### src/hw/circle_pkg.sv
package circle_pkg;

    // Screen geometry
    localparam int screen_w = 160;
    localparam int screen_h = 120;

    // Input field widths
    localparam int x_w      = 8;
    localparam int y_w      = 7;
    localparam int radius_w = 8;
    localparam int colour_w = 3;

    // Signed working coordinates, wide enough for centre +/- radius
    localparam int coord_w  = 10;

    // Sequencer states
    typedef enum logic [1:0] {
        s_idle,
        s_clear,
        s_draw,
        s_done
    } circle_state_t;

endpackage

### src/hw/pixel_if.sv
`timescale 1ns/10ps

// One pixel write stream, valid/ready
interface pixel_if import circle_pkg::*; ();

    logic [x_w-1:0]      x;
    logic [y_w-1:0]      y;
    logic [colour_w-1:0] colour;
    logic                valid;
    logic                ready;

    modport source (
        output x, y, colour, valid,
        input  ready
    );

    modport sink (
        input  x, y, colour, valid,
        output ready
    );

endinterface

### src/hw/screen_clearer.sv
`timescale 1ns/10ps

module screen_clearer import circle_pkg::*; (
    input  logic    vif,
    input  logic    arst_n,
    input  logic    go,
    output logic    end_pulse,
    pixel_if.source px
);

    logic [x_w-1:0] x_cnt;
    logic [y_w-1:0] y_cnt;
    logic           busy;
    logic           fire;
    logic           last_x;
    logic           last_y;

    assign fire   = px.valid && px.ready;
    assign last_x = x_cnt == x_w'(screen_w - 1);
    assign last_y = y_cnt == y_w'(screen_h - 1);

    // High together with the transfer at the bottom right pixel
    assign end_pulse = fire && last_x && last_y;

    always_ff @(posedge vif or negedge arst_n) begin
        if (!arst_n) begin
            busy  <= 1'b0;
            x_cnt <= '0;
            y_cnt <= '0;
        end else if (go) begin
            busy  <= 1'b1;
            x_cnt <= '0;
            y_cnt <= '0;
        end else if (fire) begin
            if (last_x) begin
                x_cnt <= '0;
                if (last_y) begin
                    busy  <= 1'b0;
                    y_cnt <= '0;
                end else begin
                    y_cnt <= y_cnt + 1'b1;
                end
            end else begin
                x_cnt <= x_cnt + 1'b1;
            end
        end
    end

    assign px.valid  = busy;
    assign px.x      = x_cnt;
    assign px.y      = y_cnt;
    assign px.colour = '0;

endmodule

### src/hw/octant_plotter.sv
`timescale 1ns/10ps

module octant_plotter import circle_pkg::*; (
    input  logic                vif,
    input  logic                arst_n,
    input  logic                go,
    input  logic [x_w-1:0]      cx,
    input  logic [y_w-1:0]      cy,
    input  logic [radius_w-1:0] r,
    output logic                end_pulse,
    pixel_if.source             px
);

    logic                      busy;
    logic [2:0]                oct;
    logic signed [coord_w-1:0] cx_r;
    logic signed [coord_w-1:0] cy_r;
    logic signed [coord_w-1:0] xs;
    logic signed [coord_w-1:0] ys;
    logic signed [coord_w:0]   d;
    logic signed [coord_w-1:0] x_nx;
    logic signed [coord_w-1:0] y_nx;
    logic signed [coord_w:0]   d_nx;
    logic signed [coord_w-1:0] cand_x;
    logic signed [coord_w-1:0] cand_y;
    logic                      on_screen;
    logic                      last_step;
    logic                      advance;

    // Midpoint update applied after the eighth point of a step
    always_comb begin
        y_nx = ys + coord_w'(1);
        if (d < 0) begin
            x_nx = xs;
            d_nx = d + {y_nx, 1'b1};
        end else begin
            x_nx = xs - coord_w'(1);
            d_nx = d + {y_nx - x_nx, 1'b1};
        end
    end

    assign last_step = y_nx > x_nx;

    // Fixed octant order
    always_comb begin
        case (oct)
            3'd0: begin cand_x = cx_r + xs; cand_y = cy_r + ys; end
            3'd1: begin cand_x = cx_r + ys; cand_y = cy_r + xs; end
            3'd2: begin cand_x = cx_r - ys; cand_y = cy_r + xs; end
            3'd3: begin cand_x = cx_r - xs; cand_y = cy_r + ys; end
            3'd4: begin cand_x = cx_r - xs; cand_y = cy_r - ys; end
            3'd5: begin cand_x = cx_r - ys; cand_y = cy_r - xs; end
            3'd6: begin cand_x = cx_r + ys; cand_y = cy_r - xs; end
            default: begin cand_x = cx_r + xs; cand_y = cy_r - ys; end
        endcase
    end

    assign on_screen = cand_x >= 0 && cand_x < screen_w &&
                       cand_y >= 0 && cand_y < screen_h;

    // Clipped points are dropped without waiting for ready
    assign advance   = busy && (!on_screen || px.ready);
    assign end_pulse = advance && oct == 3'd7 && last_step;

    always_ff @(posedge vif or negedge arst_n) begin
        if (!arst_n) begin
            busy <= 1'b0;
            oct  <= '0;
        end else if (go) begin
            busy <= 1'b1;
            oct  <= '0;
        end else if (advance) begin
            oct <= oct + 1'b1;
            if (end_pulse) begin
                busy <= 1'b0;
            end
        end
    end

    always_ff @(posedge vif) begin
        if (go) begin
            cx_r <= coord_w'(cx);
            cy_r <= coord_w'(cy);
            xs   <= coord_w'(r);
            ys   <= '0;
            d    <= (coord_w + 1)'(1) - (coord_w + 1)'(r);
        end else if (advance && oct == 3'd7) begin
            xs <= x_nx;
            ys <= y_nx;
            d  <= d_nx;
        end
    end

    assign px.valid  = busy && on_screen;
    assign px.x      = cand_x[x_w-1:0];
    assign px.y      = cand_y[y_w-1:0];
    // Draw colour is inserted by the sequencer
    assign px.colour = '0;

endmodule

### src/hw/circle_fsm.sv
`timescale 1ns/10ps

module circle_fsm import circle_pkg::*; (
    input  logic                vif,
    input  logic                arst_n,
    input  logic                start,
    input  logic [x_w-1:0]      centre_x,
    input  logic [y_w-1:0]      centre_y,
    input  logic [radius_w-1:0] radius,
    input  logic [colour_w-1:0] colour,
    output logic                done,
    pixel_if.sink               clear_px,
    pixel_if.sink               arc_px,
    output logic [x_w-1:0]      out_x,
    output logic [y_w-1:0]      out_y,
    output logic [colour_w-1:0] out_colour,
    output logic                out_valid,
    input  logic                out_ready,
    output logic                clear_go,
    output logic                draw_go,
    input  logic                clear_end,
    input  logic                draw_end,
    output logic [x_w-1:0]      cx_q,
    output logic [y_w-1:0]      cy_q,
    output logic [radius_w-1:0] r_q,
    output logic [colour_w-1:0] colour_q
);

    circle_state_t state;
    circle_state_t state_nx;

    assign clear_go = state == s_idle && start;
    assign draw_go  = state == s_clear && clear_end;
    assign done     = state == s_done;

    always_comb begin
        state_nx = state;
        case (state)
            s_idle:  if (start) state_nx = s_clear;
            s_clear: if (clear_end) state_nx = s_draw;
            s_draw:  if (draw_end) state_nx = s_done;
            s_done:  if (!start) state_nx = s_idle;
            default: state_nx = s_idle;
        endcase
    end

    always_ff @(posedge vif or negedge arst_n) begin
        if (!arst_n) begin
            state <= s_idle;
        end else begin
            state <= state_nx;
        end
    end

    // Request captured when the engine accepts start
    always_ff @(posedge vif) begin
        if (clear_go) begin
            cx_q     <= centre_x;
            cy_q     <= centre_y;
            r_q      <= radius;
            colour_q <= colour;
        end
    end

    // Only the active stream sees ready
    always_comb begin
        out_x          = clear_px.x;
        out_y          = clear_px.y;
        out_colour     = clear_px.colour;
        out_valid      = 1'b0;
        clear_px.ready = 1'b0;
        arc_px.ready   = 1'b0;
        case (state)
            s_clear: begin
                out_valid      = clear_px.valid;
                clear_px.ready = out_ready;
            end
            s_draw: begin
                out_x        = arc_px.x;
                out_y        = arc_px.y;
                out_colour   = colour_q;
                out_valid    = arc_px.valid;
                arc_px.ready = out_ready;
            end
            default: ;
        endcase
    end

endmodule

### src/hw/circle_drawer.sv
`timescale 1ns/10ps

module circle_drawer import circle_pkg::*; (
    input  logic                vif,
    input  logic                arst_n,
    input  logic                start,
    input  logic [x_w-1:0]      centre_x,
    input  logic [y_w-1:0]      centre_y,
    input  logic [radius_w-1:0] radius,
    input  logic [colour_w-1:0] colour,
    output logic                done,
    output logic [x_w-1:0]      x,
    output logic [y_w-1:0]      y,
    output logic [colour_w-1:0] pixel_colour,
    output logic                plot,
    input  logic                plot_ready
);

    pixel_if clear_px ();
    pixel_if arc_px ();

    logic                clear_go;
    logic                draw_go;
    logic                clear_end;
    logic                draw_end;
    logic [x_w-1:0]      cx_q;
    logic [y_w-1:0]      cy_q;
    logic [radius_w-1:0] r_q;

    circle_fsm fsm_i (
        .vif        (vif),
        .arst_n     (arst_n),
        .start      (start),
        .centre_x   (centre_x),
        .centre_y   (centre_y),
        .radius     (radius),
        .colour     (colour),
        .done       (done),
        .clear_px   (clear_px.sink),
        .arc_px     (arc_px.sink),
        .out_x      (x),
        .out_y      (y),
        .out_colour (pixel_colour),
        .out_valid  (plot),
        .out_ready  (plot_ready),
        .clear_go   (clear_go),
        .draw_go    (draw_go),
        .clear_end  (clear_end),
        .draw_end   (draw_end),
        .cx_q       (cx_q),
        .cy_q       (cy_q),
        .r_q        (r_q),
        .colour_q   ()
    );

    screen_clearer clearer_i (
        .vif       (vif),
        .arst_n    (arst_n),
        .go        (clear_go),
        .end_pulse (clear_end),
        .px        (clear_px.source)
    );

    octant_plotter plotter_i (
        .vif       (vif),
        .arst_n    (arst_n),
        .go        (draw_go),
        .cx        (cx_q),
        .cy        (cy_q),
        .r         (r_q),
        .end_pulse (draw_end),
        .px        (arc_px.source)
    );

endmodule

### config.mk
export PLATFORM = sky130hd
export DESIGN_NAME = circle_drawer
export DESIGN_NICKNAME = d
export VERILOG_FILES = /design/src/hw/circle_pkg.sv /design/src/hw/pixel_if.sv /design/src/hw/screen_clearer.sv /design/src/hw/octant_plotter.sv /design/src/hw/circle_fsm.sv /design/src/hw/circle_drawer.sv
export SDC_FILE = /design/constraint.sdc
export NUM_CORES = 1
export LEC_CHECK = 0
export BUFFER_PORTS_ARGS = -buffer_cell sky130_fd_sc_hd__buf_4
export CORE_MARGIN = 2
export CORE_UTILIZATION = 25
export DETAILED_ROUTE_END_ITERATION = 7
export HOLD_SLACK_MARGIN = 0.02
export MAX_ROUTING_LAYER = met4
export PLACE_DENSITY = 0.4
export SYNTH_ARGS = -nofsm -noshare
export SYNTH_HDL_FRONTEND = slang
export SYNTH_SLANG_ARGS = --single-unit
### constraint.sdc
create_clock -name vif -period 7.4 [get_ports vif]
set_input_delay 1.11 -clock vif [delete_from_list [all_inputs] [get_ports vif]]
set_output_delay 1.11 -clock vif [all_outputs]
set_load 0.02 [all_outputs]
Word-level counts from Yosys, hierarchy flattened
Index checks and enable logic that the tools add are counted.
{ "totals": {"register_bits": 94, "inputBits": 30, "out_inout_bits": 20, "wordCells": 122} }
{ "op_classes": {"mux": 35, "n_eq_ne": 16, "add_sub_neg": 17, "reduce_logical": 32, "n_lt_le_gt_ge": 6} }
{ "ops": {"columns": ["operator", "n"], "rows": [
  ["$pmux W10 S3", 2],
  ["$mux W8", 6],
  ["$mux W7", 5],
  ["$mux W11", 3],
  ["$add A11 B11 Y11", 2],
  ["$add A8 B10 Y10", 2],
  ["$add A9 B10 Y10", 2],
  ["$ge A10 B1 Y1 const B", 2],
  ["$sub A8 B10 Y10", 2],
  ["$sub A9 B10 Y10", 2],
  ["$eq A3 B3 Y1 const B", 4],
  ["$logic_and A1 B1 Y1", 12],
  ["$reduce_bool A2 Y1", 6],
  ["$reduce_or A2 Y1", 6],
  ["$lt A11 B1 Y1 const B", 1],
  ["$add A10 B2 Y10 const B", 1],
  ["$gt A10 B10 Y1", 1],
  ["$lt A10 B8 Y1 const B", 1],
  ["$lt A10 B9 Y1 const B", 1],
  ["$mux W10", 1],
  ["$sub A10 B10 Y10", 1],
  ["$sub A10 B2 Y10 const B", 1],
  ["$mux W1", 9],
  ["$mux W3", 3],
  ["22 further kinds", 30]
]} }

Longest topological paths before layout
{ "depth": {"depth_word": 15, "depth_mapped": 23} }

Modules after synthesis
A second synthesis with hierarchy kept.
{ "hier_totals": {"hier_cells": 811, "area_unflattened_um2": 7554.7} }
{ "by_module_without_submodules": {"columns": ["module", "instances", "area_each_um2", "cells_per_inst"], "rows": [
  ["octant_plotter", 1, 5439.0, 648],
  ["circle_fsm", 1, 1224.9, 68],
  ["screen_clearer", 1, 890.9, 95]
]} }

Worst setup path before layout
OpenSTA, ideal clock, no wires.
{ "synth_timing": {"path_type": "flip-flop to output port", "startpoint": "register plotter_i.oct[2]", "endpoint": "output plot", "slack_ps": 2103, "stages_incl_launch_ff": 21, "arrival_ps": 4187, "n_path_buf": 4, "t_required_ps": 6290, "path_cell_list": "dfrtp_1 -> buf_2 -> buf_2 -> buf_1 -> inv_1 -> ha_1 -> or2_1 -> clkbuf_1 -> nor2_1 -> o22ai_1 -> ha_1 -> fa_1 -> nor2b_1 -> o21ai_0 -> a21boi_0 -> o311a_1 -> nor3_1 -> a41oi_1 -> o211a_4 -> a32oi_1 -> nor2b_1"} }
{ "synth_via": {"elab_chain_cells": 9, "elab_cells_between_ends": 24, "classes_between": "4 x order compare; 6 x eq/ne; 3 x mux; 11 x reduce/logical"} }
{ "synth_rtl": {"columns": ["element", "line", "source"], "rows": [
  ["from (decl)", "octant_plotter.sv:15", "logic [2:0] oct;"],
  ["from (signal assigned)", "octant_plotter.sv:73", "oct <= oct + 1'b1;"],
  ["$eq A3 B1 Y1, or another cell as far along", "octant_plotter.sv:46", "case (oct)"],
  ["$reduce_or A2 Y1 (no source line)", null, null],
  ["$pmux W10 S3", "octant_plotter.sv:46", null],
  ["$ge A10 B1 Y1 / $lt A10 B9 Y1 (equally long branches)", "octant_plotter.sv:58", "assign on_screen = cand_x >= 0 && cand_x < screen_w &&"],
  ["$logic_and A1 B1 Y1 (2 in series)", "octant_plotter.sv:58", null],
  ["$logic_and A1 B1 Y1 (*)", "octant_plotter.sv:59", "cand_y >= 0 && cand_y < screen_h;"],
  ["$logic_and A1 B1 Y1 (*)", "octant_plotter.sv:94", "assign px.valid = busy && on_screen;"],
  ["$pmux W1 S2 (*)", "circle_fsm.sv:73", "case (state)"],
  ["to (decl)", "circle_drawer.sv:15", "output logic plot,"]
]} }
Mark *: on every way between the ends. The rest lies on a longest branch, timed or not.

Worst setup path after layout
Ends and elaborated chain as after synthesis.

==> results.cfg <==
[floorplanning]
die_area_sq_um = 30700
io_pins = 50
fp.dieW_um = 175
die_h_um = 175
core_region_area_sq_um = 28800
start_util = 0.254
rows = 62

[worst_hold_path]
hp-class = reg2reg
whs_path_depth = 0

[drt]
routed_via_density = 4.80
ant_nets = 0
drcViolationCount = 0
drt_wl_total_mm = 20.6
num_vias = 5826
wl_per_cell_um = 17.0
drt_iter0_drc = 338
dr.pass1.iters = 5

[setup_path]
crit_start = plotter_i.oct[2]$_DFFE_PN0P_
crit_end = plot
arrival_ns = 5.24
rr_endpoint = plotter_i.xs[0]$_DFFE_PP_
critPathKind = reg2out
worstReg2RegStart = plotter_i.oct[2]$_DFFE_PN0P_
worstPathRequired_ns = 6.29
worstRegToRegCells = 16
worstSetupEndpointType = primary output
crit_fanout = 24
cp-start-kind = register
reg2reg_setup_slack_ns = 1.70

[yosys]
yosys-top-cells-area = edfxtp_1, ha_1, dfrtp_1
synth_edf_count = 60
yosysTopAreaCell = edfxtp_1
syn_area_sq_um = 7320
syn_inst = 799
async_flop_share = 0.234
synth_most_common_cell = nor2_1
yosysWarnings = 0
syn_area_per_cell_sq_um = 9.16
syn_nets = 892
netlist_top_cells_count = nor2_1, nand2_1, edfxtp_1, ha_1, a21oi_1
ys_seq_area_frac = 0.354
synth_cell_types = 80
ys_seq_elements = 94
synth_flop_cell = edfxtp_1
synth_top_area_frac = 0.246

[grt]
grt_overflow = 0
grt_max_degree = 42
grt_pass1_vias = 5891
antenna_found_initial = 0
grtUsageTotal = 0.143
grt_pass1_wl_mm = 33.3

[power_and_ir_drop]
seqPwrFrac = 0.423
switchingPower_w = 0.000443
irDropWorstVdd_mv = 0.134
clkPwrFrac = 0.361
pwr-share-comb = 0.216
p_leak_nw = 3.40
swShare = 0.296
cellInternalPower_w = 0.00105
power.density_nw_per_um2 = 179

[cells_and_area]
syn_to_final_growth_pct = 14.3
finalNonFillerCells = 1213
final_util = 0.291
layout-drive-gt1-share = 0.135
finalNetCount = 917
num_antenna_cells = 0

[placement]
place_inst = 1197
dp_hpwl_mm = 15.4
place.gp.congestion = 0.854
portBuffers = 49

[timing]
worstMarginPinSlew_ns = 0.994
fmax_mhz = 157
maxSlewViolCount = 0
rsz0062_at_grt = no
setup_tns_ns = 0
clock_skew_ns = 0.0137
hold_viol = 0
min_period_ns = 6.35
period_share = 0.859
slew_headroom = 0.338
setup_viol_count_final = 0

[run]
drv_cap = 0

[cts]
cts_root_buf = clkbuf_16
post_cts_buffers = 0
insertion_delay_ns = 0.36
h-tree-depth = 3
tritoncts = done
hold_buffers = 0
cts_num_sinks = 94
cts_buffers = 9
clock_path_buffers = 2
cts_resized = 0
path_clk_slew_ns = 0.07

[run_status]
status = finished, final reports clean
-- worst min-delay path by stage --
stage	slack, ns	start	end
2_1_floorplan	0.40	fsm_i.cx_q[0]$_DFFE_PP_	plotter_i.cx_r[0]$_DFFE_PP_
3_3_place_gp	0.40	fsm_i.cx_q[1]$_DFFE_PP_	plotter_i.cx_r[1]$_DFFE_PP_
3_5_place_dp	0.40	fsm_i.cx_q[7]$_DFFE_PP_	plotter_i.cx_r[7]$_DFFE_PP_
4_1_cts	0.42	fsm_i.cx_q[3]$_DFFE_PP_	plotter_i.cx_r[3]$_DFFE_PP_
5_1_grt	0.43	fsm_i.cx_q[2]$_DFFE_PP_	plotter_i.cx_r[2]$_DFFE_PP_
6_report	0.42	fsm_i.cx_q[3]$_DFFE_PP_	plotter_i.cx_r[3]$_DFFE_PP_
-- state kept, by name, summed over array words and instances, names as in the netlist --
signal,flops
clearer_i.px.x,8
fsm_i.colour_q,3
plotter_i.oct,3
plotter_i.cx_r,8
fsm_i.state,2
fsm_i.cx_q,8
plotter_i.ys,10
clearer_i.px.valid,1
fsm_i.r_q,8
plotter_i.busy,1
plotter_i.d,11
plotter_i.xs,10
plotter_i.cy_r,7
clearer_i.px.y,7
fsm_i.cy_q,7
-- placed cells by master (no fill, tap or decap), types with 3 or more instances in the layout --
master      n
a211o_1     3
a211oi_1    6
a21o_1     13
a21oi_1    56
a222oi_1    4
a22oi_1     3
a31o_2      9
a31oi_1     6
a41oi_1     3
and2_1      8
and3_1     12
buf_4      54
clkbuf_16  11
dfrtp_1    22
dfxtp_1    12
edfxtp_1   60
fa_1        4
ha_1       59
inv_1      32
mux2_2     16
mux2i_1    13
nand2_1    70
nand2b_1   11
nand3_1    15
nor2_1     86
nor2b_1    13
nor3_1     10
nor4_1      6
o211a_1     3
o211ai_1    6
o21a_1      6
o21ai_0    52
o21bai_1    3
o31ai_1     6
or2_1       3
or2_2       4
or3_1       5
xnor2_1    40
xor2_1     29
-- layer usage --
metal,share of wire,track usage,vias to the layer above
met5,0,-,-
met4,0.026,0.0493,0
met3,0.026,0.0183,27
met2,0.44,0.217,107
met1,0.50,0.196,2752
li1,-,-,2940
-- worst max-delay path: stages, from the launching register on --
cell,delay [ns]
dfrtp_1,0.92
inv_1,0.28
ha_1,0.33
or3_1,0.53
o21ai_0,0.40
inv_1,0.08
ha_1,0.27
nor2b_1,0.14
o31ai_1,0.31
a21oi_1,0.11
o21ai_0,0.17
nand2b_1,0.10
nor4_1,0.46
o211a_4,0.27
a32oi_1,0.11
nor2b_1,0.21
buf_4,0.17
-- power by group through the flow --
stage               sequential [W]  combinational, W  clock, W
floorplan                 0.000637          0.000213         0
global route              0.000640          0.000356  0.000575
detailed placement        0.000646          0.000328         0
CTS                       0.000634          0.000329  0.000557
global placement          0.000646          0.000332         0
finish                    0.000633          0.000323  0.000540
-- per-stage QoR --
| stage | power [W] | hold WS, ns | cell area (sq um) | setup WS [ns] |
|---|---|---|---|---|
| 2_1_floorplan | 0.000850 | 0.400 | 7320 | 2.10 |
| 3_3_place_gp | 0.000977 | 0.402 | 8030 | 1.37 |
| 3_5_place_dp | 0.000973 | 0.405 | 8030 | 1.34 |
| 4_1_cts | 0.00152 | 0.424 | 8360 | 0.989 |
| 5_1_grt | 0.00157 | 0.427 | 8360 | 0.480 |
| 6_report | 0.00150 | 0.421 | 8360 | 1.05 |
-- cell type report --
type	count	area (sq um)
fillers	3034	20400
multi-input cells	632	4430
flip-flops and latches	94	2590
well taps	384	480
repair buffers	54	405
clock buffers	12	279
inverters	33	124
clock inverters	4	56.3
-- cells by family after synthesis --
group / Yosys count / synth area share
buf+inv: 73 / 0.0412
simple gates: 259 / 0.171
xor+xnor: 70 / 0.0858
flops: 94 / 0.354
mux: 30 / 0.0439
compound gates: 210 / 0.191
fa+ha+maj: 63 / 0.112
Note: power is estimated with default switching activity, not from simulation.
